**src/iic_pkg.sv**
```systemverilog
package iic_pkg;

    ////////////////////////////////////////
    // Bus timing
    ////////////////////////////////////////
    localparam int CLK_KHZ    = 100000;              // System clock
    localparam int SCL_KHZ    = 100;                 // Standard mode
    localparam int SCL_PERIOD = CLK_KHZ / SCL_KHZ;   // Clocks per SCL period

    // Phase points inside one period
    localparam int PH_HIGH_START = 0;
    localparam int PH_HIGH_MID   = SCL_PERIOD / 4;
    localparam int PH_LOW_START  = SCL_PERIOD / 2;
    localparam int PH_LOW_MID    = (3 * SCL_PERIOD) / 4;

    localparam int CNT_W  = $clog2(SCL_PERIOD);
    localparam int BYTE_W = 8;

    ////////////////////////////////////////
    // Command and bus operations
    ////////////////////////////////////////
    typedef struct packed {
        logic              rd;           // 1 for register read
        logic [6:0]        slave_addr;
        logic [BYTE_W-1:0] reg_addr;
        logic [BYTE_W-1:0] wdata;        // Ignored on reads
    } iic_cmd_t;

    typedef enum logic [2:0] {
        OP_START,
        OP_RESTART,
        OP_WRITE,
        OP_READ_NACK,    // Eight bits in, then master NACK
        OP_ACK_SLOT,
        OP_STOP
    } iic_op_e;

endpackage

```
**src/iic_phase_if.sv**
```systemverilog
interface iic_phase_if;

    // One-cycle strobes at the four phase points
    logic hs;    // SCL high start
    logic hc;    // SCL high middle
    logic ls;    // SCL low start
    logic lc;    // SCL low middle

    modport source (
        output hs, hc, ls, lc
    );

    modport sink (
        input hs, hc, ls, lc
    );

endinterface

```
**src/iic_byte_if.sv**
```systemverilog
interface iic_byte_if;

    logic                        op_valid;   // Held until op_done
    iic_pkg::iic_op_e            op;
    logic [iic_pkg::BYTE_W-1:0]  wr_byte;
    logic                        op_done;    // Pulse on the closing ls
    logic [iic_pkg::BYTE_W-1:0]  rd_byte;    // Kept until the next read

    // Sequencer side
    modport client (
        output op_valid, op, wr_byte,
        input  op_done, rd_byte
    );

    // Shifter side
    modport server (
        input  op_valid, op, wr_byte,
        output op_done, rd_byte
    );

endinterface

```
**src/iic_stage_buf.sv**
```systemverilog
module iic_stage_buf #(
    parameter type T = logic [7:0]
) (
    input  logic i_clk,
    input  logic i_rst,
    // Upstream side
    input  logic i_valid,
    output logic o_ready,
    input  T     i_data,
    // Downstream side
    output logic o_valid,
    input  logic i_ready,
    output T     o_data
);

    logic full;
    T     data_q;

    assign o_ready = !full;    // No pass-through while draining
    assign o_valid = full;
    assign o_data  = data_q;

    always_ff @(posedge i_clk or negedge i_rst) begin
        if (!i_rst) begin
            full <= 1'b0;
        end else if (i_valid && o_ready) begin
            full <= 1'b1;
        end else if (o_valid && i_ready) begin
            full <= 1'b0;
        end
    end

    always_ff @(posedge i_clk) begin
        if (i_valid && o_ready) begin
            data_q <= i_data;
        end
    end

    // Offered entry waits unchanged until taken
    assert property (@(posedge i_clk) disable iff (!i_rst)
        (o_valid && !i_ready) |=> (o_valid && $stable(o_data)));

endmodule

```
**src/iic_scl_timer.sv**
```systemverilog
module iic_scl_timer (
    input  logic        i_clk,
    input  logic        i_rst,
    output logic        o_scl,
    iic_phase_if.source o_ph
);

    typedef logic [iic_pkg::CNT_W-1:0] cnt_t;

    cnt_t       cnt;
    logic       wrap;
    logic [3:0] strb;

    assign wrap = (cnt == cnt_t'(iic_pkg::SCL_PERIOD - 1));

    // Phase compares
    assign strb[3] = (cnt == cnt_t'(iic_pkg::PH_HIGH_START));
    assign strb[2] = (cnt == cnt_t'(iic_pkg::PH_HIGH_MID));
    assign strb[1] = (cnt == cnt_t'(iic_pkg::PH_LOW_START));
    assign strb[0] = (cnt == cnt_t'(iic_pkg::PH_LOW_MID));

    assign o_ph.hs = strb[3];
    assign o_ph.hc = strb[2];
    assign o_ph.ls = strb[1];
    assign o_ph.lc = strb[0];

    always_ff @(posedge i_clk or negedge i_rst) begin
        if (!i_rst) begin
            cnt   <= '0;
            o_scl <= 1'b1;    // Idle bus
        end else begin
            cnt <= wrap ? '0 : cnt + 1'b1;
            if (wrap) begin
                o_scl <= 1'b1;    // High from PH_HIGH_START
            end else if (cnt == cnt_t'(iic_pkg::PH_LOW_START - 1)) begin
                o_scl <= 1'b0;
            end
        end
    end

    // One strobe every quarter period, never two at once
    assert property (@(posedge i_clk) disable iff (!i_rst)
        $onehot(strb) |=>
            (strb == '0) [* iic_pkg::SCL_PERIOD / 4 - 1] ##1 $onehot(strb));

endmodule

```
**src/iic_byte_shifter.sv**
```systemverilog
module iic_byte_shifter (
    input  logic        i_clk,
    input  logic        i_rst,
    input  logic        i_sda,
    output logic        o_sda,
    output logic        o_sda_oe,
    iic_phase_if.sink   i_ph,
    iic_byte_if.server  i_op
);

    typedef logic [$clog2(iic_pkg::BYTE_W + 1)-1:0] bcnt_t;

    logic [1:0]                 sda_sync;
    logic                       ls_d;       // Drive point, one clock after ls
    logic                       hi_q;       // SCL high half
    logic                       active;
    bcnt_t                      bit_cnt;
    bcnt_t                      last_cnt;
    bcnt_t                      next_cnt;
    logic                       next_bit;
    logic                       start_hc;
    logic                       start_ls;
    logic                       step;
    logic [iic_pkg::BYTE_W-1:0] sh_q;
    logic [iic_pkg::BYTE_W-1:0] rd_q;

    // Periods per operation, minus one
    always_comb begin
        case (i_op.op)
            iic_pkg::OP_WRITE:     last_cnt = bcnt_t'(iic_pkg::BYTE_W - 1);
            iic_pkg::OP_READ_NACK: last_cnt = bcnt_t'(iic_pkg::BYTE_W);
            default:               last_cnt = '0;
        endcase
    end

    assign start_hc = !active && i_op.op_valid && (i_op.op == iic_pkg::OP_START) && i_ph.hc;
    assign start_ls = !active && i_op.op_valid && (i_op.op != iic_pkg::OP_START) && ls_d;
    assign step     = start_ls || (active && ls_d);
    assign next_cnt = start_ls ? '0 : bit_cnt + 1'b1;
    assign next_bit = start_ls ? i_op.wr_byte[iic_pkg::BYTE_W-1] : sh_q[iic_pkg::BYTE_W-1];

    assign i_op.op_done = active && i_ph.ls && (bit_cnt == last_cnt);
    assign i_op.rd_byte = rd_q;

    ////////////////////////////////////////
    // Control and SDA drive
    ////////////////////////////////////////
    always_ff @(posedge i_clk or negedge i_rst) begin
        if (!i_rst) begin
            sda_sync <= 2'b11;
            ls_d     <= 1'b0;
            hi_q     <= 1'b0;
            active   <= 1'b0;
            bit_cnt  <= '0;
            o_sda    <= 1'b1;
            o_sda_oe <= 1'b1;
        end else begin
            sda_sync <= {sda_sync[0], i_sda};
            ls_d     <= i_ph.ls;
            if (i_ph.hs) begin
                hi_q <= 1'b1;
            end else if (i_ph.ls) begin
                hi_q <= 1'b0;
            end
            if (i_op.op_done) begin
                active <= 1'b0;
            end else if (start_hc || start_ls) begin
                active <= 1'b1;
            end
            if (start_hc) begin    // START edge with SCL high
                bit_cnt  <= '0;
                o_sda_oe <= 1'b1;
                o_sda    <= 1'b0;
            end else if (step) begin
                bit_cnt <= next_cnt;
                case (i_op.op)
                    iic_pkg::OP_WRITE: begin
                        o_sda_oe <= 1'b1;
                        o_sda    <= next_bit;
                    end
                    iic_pkg::OP_READ_NACK: begin
                        o_sda_oe <= (next_cnt == bcnt_t'(iic_pkg::BYTE_W));    // NACK bit
                        o_sda    <= 1'b1;
                    end
                    iic_pkg::OP_ACK_SLOT: o_sda_oe <= 1'b0;
                    iic_pkg::OP_RESTART: begin
                        o_sda_oe <= 1'b1;
                        o_sda    <= 1'b1;
                    end
                    iic_pkg::OP_STOP: begin
                        o_sda_oe <= 1'b1;
                        o_sda    <= 1'b0;
                    end
                    default: ;
                endcase
            end else if (active && i_ph.hc) begin
                if (i_op.op == iic_pkg::OP_RESTART) begin
                    o_sda <= 1'b0;
                end else if (i_op.op == iic_pkg::OP_STOP) begin
                    o_sda <= 1'b1;
                end
            end
        end
    end

    // Data path
    always_ff @(posedge i_clk) begin
        if (start_ls) begin
            sh_q <= i_op.wr_byte << 1;
        end else if (active && ls_d) begin
            sh_q <= sh_q << 1;
        end
        if (active && i_ph.hc && (i_op.op == iic_pkg::OP_READ_NACK)
                && (bit_cnt < bcnt_t'(iic_pkg::BYTE_W))) begin
            rd_q <= {rd_q[iic_pkg::BYTE_W-2:0], sda_sync[1]};    // MSB first
        end
    end

    // SDA moves in the high half only for START, RESTART and STOP
    assert property (@(posedge i_clk) disable iff (!i_rst)
        (hi_q && o_sda_oe && $changed(o_sda)) |-> $past(i_ph.hc));

endmodule

```
**src/iic_sequencer.sv**
```systemverilog
module iic_sequencer (
    input  logic                       i_clk,
    input  logic                       i_rst,
    input  logic                       i_cmd_valid,
    output logic                       o_cmd_ready,
    input  iic_pkg::iic_cmd_t          i_cmd,
    output logic                       o_rd_valid,
    input  logic                       i_rd_ready,
    output logic [iic_pkg::BYTE_W-1:0] o_rd_data,
    output logic                       o_busy,
    iic_byte_if.client                 o_op
);

    typedef enum logic [3:0] {
        ST_IDLE, ST_START, ST_SADDR_W, ST_ACK_0, ST_REG, ST_ACK_1, ST_DATA, ST_ACK_2,
        ST_RESTART, ST_SADDR_R, ST_ACK_3, ST_READ, ST_STOP, ST_RESULT
    } state_e;

    state_e            state;
    state_e            state_nxt;
    iic_pkg::iic_cmd_t cmd_q;
    logic              accept;

    assign o_cmd_ready   = (state == ST_IDLE) && i_rd_ready;    // Result stage must be empty
    assign accept        = i_cmd_valid && o_cmd_ready;
    assign o_busy        = (state != ST_IDLE) && (state != ST_RESULT);
    assign o_rd_valid    = (state == ST_RESULT);
    assign o_rd_data     = o_op.rd_byte;
    assign o_op.op_valid = o_busy;

    // Operation for each state
    always_comb begin
        o_op.op      = iic_pkg::OP_STOP;
        o_op.wr_byte = cmd_q.wdata;
        case (state)
            ST_START:   o_op.op = iic_pkg::OP_START;
            ST_RESTART: o_op.op = iic_pkg::OP_RESTART;
            ST_READ:    o_op.op = iic_pkg::OP_READ_NACK;
            ST_DATA:    o_op.op = iic_pkg::OP_WRITE;
            ST_ACK_0, ST_ACK_1, ST_ACK_2, ST_ACK_3: o_op.op = iic_pkg::OP_ACK_SLOT;
            ST_SADDR_W: begin
                o_op.op      = iic_pkg::OP_WRITE;
                o_op.wr_byte = {cmd_q.slave_addr, 1'b0};    // Write direction
            end
            ST_SADDR_R: begin
                o_op.op      = iic_pkg::OP_WRITE;
                o_op.wr_byte = {cmd_q.slave_addr, 1'b1};    // Read direction
            end
            ST_REG: begin
                o_op.op      = iic_pkg::OP_WRITE;
                o_op.wr_byte = cmd_q.reg_addr;
            end
            default: ;
        endcase
    end

    ////////////////////////////////////////
    // Transaction FSM
    ////////////////////////////////////////
    always_comb begin
        state_nxt = state;
        case (state)
            ST_IDLE:   if (accept) state_nxt = ST_START;
            ST_RESULT: if (i_rd_ready) state_nxt = ST_IDLE;
            default: begin
                if (o_op.op_done) begin    // Advance once per bus operation
                    case (state)
                        ST_START:   state_nxt = ST_SADDR_W;
                        ST_SADDR_W: state_nxt = ST_ACK_0;
                        ST_ACK_0:   state_nxt = ST_REG;
                        ST_REG:     state_nxt = ST_ACK_1;
                        ST_ACK_1:   state_nxt = cmd_q.rd ? ST_RESTART : ST_DATA;
                        ST_DATA:    state_nxt = ST_ACK_2;
                        ST_RESTART: state_nxt = ST_SADDR_R;
                        ST_SADDR_R: state_nxt = ST_ACK_3;
                        ST_ACK_3:   state_nxt = ST_READ;
                        ST_STOP:    state_nxt = cmd_q.rd ? ST_RESULT : ST_IDLE;
                        default:    state_nxt = ST_STOP;    // After ACK_2 or READ
                    endcase
                end
            end
        endcase
    end

    always_ff @(posedge i_clk or negedge i_rst) begin
        if (!i_rst) begin
            state <= ST_IDLE;
        end else begin
            state <= state_nxt;
        end
    end

    always_ff @(posedge i_clk) begin
        if (accept) begin
            cmd_q <= i_cmd;
        end
    end

endmodule

```
**src/iic_master.sv**
```systemverilog
module iic_master (
    input  logic                       i_clk,
    input  logic                       i_rst,
    // Command
    input  logic                       i_cmd_valid,
    output logic                       o_cmd_ready,
    input  logic                       i_cmd_read,
    input  logic [6:0]                 i_slave_addr,
    input  logic [iic_pkg::BYTE_W-1:0] i_reg_addr,
    input  logic [iic_pkg::BYTE_W-1:0] i_wdata,
    // Read result
    output logic                       o_rd_valid,
    input  logic                       i_rd_ready,
    output logic [iic_pkg::BYTE_W-1:0] o_rd_data,
    // Status and bus
    output logic                       o_busy,
    output logic                       o_scl,
    output logic                       o_sda,
    output logic                       o_sda_oe,
    input  logic                       i_sda
);

    iic_phase_if u_phase_if ();
    iic_byte_if  u_byte_if ();

    iic_pkg::iic_cmd_t          cmd_in;
    iic_pkg::iic_cmd_t          cmd_out;
    logic                       cmd_valid;
    logic                       cmd_ready;
    logic                       rd_valid;
    logic                       rd_ready;
    logic [iic_pkg::BYTE_W-1:0] rd_byte;

    assign cmd_in = {i_cmd_read, i_slave_addr, i_reg_addr, i_wdata};

    ////////////////////////////////////////
    // Command stage and sequencer
    ////////////////////////////////////////
    iic_stage_buf #(.T(iic_pkg::iic_cmd_t)) u_cmd_stage (
        .i_clk, .i_rst,
        .i_valid (i_cmd_valid), .o_ready (o_cmd_ready), .i_data (cmd_in),
        .o_valid (cmd_valid),   .i_ready (cmd_ready),   .o_data (cmd_out)
    );

    iic_sequencer u_sequencer (
        .i_clk, .i_rst,
        .i_cmd_valid (cmd_valid), .o_cmd_ready (cmd_ready), .i_cmd (cmd_out),
        .o_rd_valid  (rd_valid),  .i_rd_ready  (rd_ready),  .o_rd_data (rd_byte),
        .o_busy      (o_busy),    .o_op        (u_byte_if.client)
    );

    ////////////////////////////////////////
    // Bus side and result stage
    ////////////////////////////////////////
    iic_scl_timer u_scl_timer (.i_clk, .i_rst, .o_scl, .o_ph (u_phase_if.source));

    iic_byte_shifter u_byte_shifter (
        .i_clk, .i_rst, .i_sda, .o_sda, .o_sda_oe,
        .i_ph (u_phase_if.sink), .i_op (u_byte_if.server)
    );

    iic_stage_buf #(.T(logic [iic_pkg::BYTE_W-1:0])) u_rd_stage (
        .i_clk, .i_rst,
        .i_valid (rd_valid),   .o_ready (rd_ready),   .i_data (rd_byte),
        .o_valid (o_rd_valid), .i_ready (i_rd_ready), .o_data (o_rd_data)
    );

endmodule

```
**config.mk**
```make
export PLATFORM = sky130hd
export DESIGN_NAME = iic_master
export DESIGN_NICKNAME = d
export VERILOG_FILES = /design/src/iic_pkg.sv /design/src/iic_phase_if.sv /design/src/iic_byte_if.sv /design/src/iic_stage_buf.sv /design/src/iic_scl_timer.sv /design/src/iic_byte_shifter.sv /design/src/iic_sequencer.sv /design/src/iic_master.sv
export SDC_FILE = /design/constraint.sdc
export NUM_CORES = 1
export LEC_CHECK = 0
export ABC_CLOCK_PERIOD_IN_PS = 7100
export BUFFER_PORTS_ARGS = -buffer_cell sky130_fd_sc_hd__buf_2
export CORE_UTILIZATION = 35
export CTS_CLUSTER_DIAMETER = 120
export CTS_CLUSTER_SIZE = 24
export DETAILED_ROUTE_END_ITERATION = 10
export SLEW_MARGIN = 20
export SYNTH_ARGS = -nofsm -noshare
export SYNTH_HDL_FRONTEND = slang
export SYNTH_SLANG_ARGS = --single-unit
```
**constraint.sdc**
```tcl
create_clock -name i_clk -period 7.1 [get_ports i_clk]
set_input_delay 2.13 -clock i_clk [delete_from_list [all_inputs] [get_ports i_clk]]
set_output_delay 2.13 -clock i_clk [all_outputs]
set_load 0.02 [all_outputs]
```
==> impl_metrics.csv <==
group,metric,value,unit
run_status,status,"finished, final reports clean",
sta,finalSetupViolCount,0,
yosys,yosysMostFrequentCell,"edfxtp_1",
floorplan,die_h,113,µm
floorplan,die_w,113,µm
cts,htree_levels,3,
sta,clock_skew,0.00714,ns
detailed_routing,topRoutingLayerUsed,"met4",
critical_path,r2r_start,"u_sequencer.state[2]",
critical_path,end_kind,"output pin",
yosys,netlist_instances,343,
detailed_routing,wl,7280,µm
detailed_routing,vias_per_cell,5.06,
place,hpwl,4990,µm
critical_path,crit_fanout,40,
detailed_routing,route.vias.total,2687,
finish,area.growth.synth_to_final,14.5,%
detailed_routing,drt-met1-wl,3690,µm
sta,finalSetupTns,0,ns
yosys,yosys_warnings,0,
place,gp_congestion,0.804,
detailed_routing,wl_met2,3170,µm
finish,drive_above_1_share,21.4,%
yosys,synthMuxAreaShare,1.68,%
yosys,synthTopCellsByArea,"edfxtp_1, dfrtp_1, dfstp_2, nor2_1, a21oi_1",
detailed_routing,dr.pass1.iters,4,
global_routing,grt_first_pass_wirelength,12200,µm
cts,post-cts-setup-buffers,0,
cts,path_clk_slew,0.06,ns
detailed_routing,dr.first_iter.drc_count,215,
detailed_routing,drc,0,
detailed_routing,antenna_left,0,
yosys,synth_seq_cells,98,
sta,hold_ws,0.358,ns
finish,nFillCells,1141,
min_path,min_to,"u_byte_shifter.sda_sync[1]",
floorplan,core-area,12000,µm²
place,io_buffers,42,
critical_path,required,4.97,ns
detailed_routing,met3_length,323,µm
yosys,synth_area,4320,µm²
min_path,hold_path.class,"flop to flop",
pwr,power,1.47,mW
yosys,async_reset_ff_share,27.6,%
yosys,synthXorXnorAreaFrac,2.03,%
min_path,worstHoldStart,"u_byte_shifter.sda_sync[0]",
sta,max-slew-margin-rel,25.5,%
pwr,leakagePower,1.81,nW
cts,ctsResizeCount,0,
critical_path,path_class,"flop to output pin",
yosys,avgSynthCellArea,12.6,µm²
yosys,synthSimpleGateAreaFrac,16.9,%
yosys,synth_fa_ha_area_share,1.16,%
cts,clock_latency,0.35,ns
sta,fin_crit_sh,62.6,%
critical_path,crit_arrival,2.32,ns
cts,clockBufferDepth,2,
yosys,ys_types,56,
cts,cts_buffers,9,
sta,rsz0062_at_grt,"no",
cts,cts_tree,"done",
floorplan,initial_core_util,36.0,%
pwr,ir_drop,0.162,mV
critical_path,worstSetupStartpointType,"flop",
yosys,synth.top_cell.area_share,49.3,%
sta,min_period,4.45,ns
sta,fin_ws,2.65,ns
global_routing,grt_max_degree,41,
cts,clock_sinks,98,
critical_path,reg2reg_depth,5,
critical_path,slowest_delay,1.08,ns
place,place_ws,3.03,ns
yosys,synth_compound_area_share,9.93,%
critical_path,critPathSlowestCell,"dfrtp_1",
yosys,synth-edff-count,71,
finish,nNetsFinal,412,
floorplan,rows,40,
sta,drv_slew,0,
global_routing,grt_antenna_before_repair,0,
cts,clock-root-buffer,"clkbuf_16",
yosys,seq_area_frac_synth,65.1,%
floorplan,dieArea,12800,µm²
yosys,syn_nets,376,
sta,tightest_slew,1.12,ns
critical_path,cp_cell_sequence,"and3_1, a21oi_1, nor2_1, inv_1, buf_2",
sta,fmax,0.225,GHz
cts,cts_hold_buf,0,
yosys,synthTopCellsByCount,"edfxtp_1, nor2_1, a21oi_1, dfrtp_1, nand2_1",
yosys,yosysTopAreaCell,"edfxtp_1",
yosys,synth_top_family_by_area,"simple AND/OR/NAND/NOR gates",
global_routing,grt_pass1_vias,2496,
floorplan,ios,43,
finish,n_antenna_cell,0,
sta,finalHoldViolCount,0,
global_routing,grt_overflow_total,0,
min_path,hold_depth,0,
global_routing,grt_usage,12.5,%
critical_path,r2r_end,"u_byte_shifter.o_sda",
detailed_routing,wl_per_cell,13.7,µm
job,maxCapViolations,0,
yosys,synth_ff_type,"edfxtp_1",
critical_path,reg2reg_slack,4.28,ns
pwr,power_density,297,nW/µm²
## cell type report
| cell class | instances | area (µm²) | share of cell area (%) |
|---|---|---|---|
| multi-input cells | 214 | 1400 | 28.2 |
| flip-flops and latches | 98 | 2810 | 56.9 |
| repair buffers | 44 | 225 | 4.55 |
| inverters | 12 | 45.0 | 0.910 |
| well taps | 147 | 184 | 3.72 |
| clock inverters | 7 | 58.8 | 1.19 |
| clock buffers | 9 | 225 | 4.55 |
## worst max-delay path by stage
stage | startpoint | endpoint | slack [ns] | cells past startpoint
6_report | u_sequencer.state[2] | o_busy | 2.65 | 5
5_1_grt | u_sequencer.state[2] | o_busy | 2.49 | 5
4_1_cts | u_sequencer.state[2] | o_busy | 2.66 | 5
3_5_place_dp | u_sequencer.state[2] | o_busy | 3.03 | 5
3_3_place_gp | u_sequencer.state[2] | o_busy | 3.13 | 5
2_1_floorplan | u_sequencer.state[1] | u_sequencer.cmd_q[0] | 3.16 | 5
## flip-flops by register name, indices dropped and copies added (netlist names), 2 cells and up
| name | count |
|---|---|
| u_sequencer.cmd_q | 24 |
| u_scl_timer.cnt | 10 |
| u_byte_shifter.i_op.rd_byte | 8 |
| u_byte_shifter.sda_sync | 2 |
| u_sequencer.state | 4 |
| u_rd_stage.o_data | 8 |
| u_byte_shifter.bit_cnt | 4 |
| u_cmd_stage.o_data | 24 |
| u_byte_shifter.sh_q | 7 |
## kinds of logic (layout without fill, tap and decap cells)
family	count (synthesis)	in the layout
DFF	98	98
adders and majority gates	4	4
muxes	7	7
and+or+nand+nor	128	128
AOI/OAI and AO/OA	65	65
buffers and inverters	31	72
xor gates and xnor gates	10	10
## power breakdown
| part | internal (mW) | leakage, nW | switching, mW | total, mW |
|---|---|---|---|---|
| logic | 0.0970 | 0.704 | 0.174 | 0.271 |
| registers | 0.702 | 0.964 | 0.0403 | 0.742 |
| clock network | 0.243 | 0.140 | 0.214 | 0.457 |
| total | 1.04 | 1.81 | 0.428 | 1.47 |
## per-layer routing
metal | track usage (%) | vias to the layer above
met3 | 5.25 | 7
met4 | 4.74 | 0
met5 | 0 | -
li1 | - | 1341
met1 | 16.7 | 1286
met2 | 18.2 | 53
## critical path, delay by kind of cell, from the launching register on
kind                   cells  cell delay [ns]
flip-flops                 1             1.08
AND/OR/NAND/NOR            2             0.58
buffers and inverters      2             0.24
AO/OA/AOI/OAI              1             0.06
## cell usage in the layout (no fill, tap or decap), types with 4 or more instances in the layout
cell type,n
a211oi_1,9
a21oi_1,22
and3_1,8
buf_2,42
clkbuf_16,9
dfrtp_1,22
dfstp_2,5
edfxtp_1,71
ha_1,4
inv_1,12
mux2i_1,5
nand2_1,17
nand3_1,11
nand3b_1,11
nor2_1,35
nor2b_1,6
nor3_1,6
nor3b_1,8
o21ai_0,15
xnor2_1,5
xor2_1,5
## stage by stage
stage                     instance area [µm²]  utilization (%)  instances
after CTS                                4940             41.1        531
after floorplan                          4320                -        343
after global placement                   4650             38.8        515
after global routing                     4950             41.2        531
final                                    4950             41.2        531
after detailed placement                 4650             38.8        515
No activity file was read; power rests on OpenSTA's default activity.
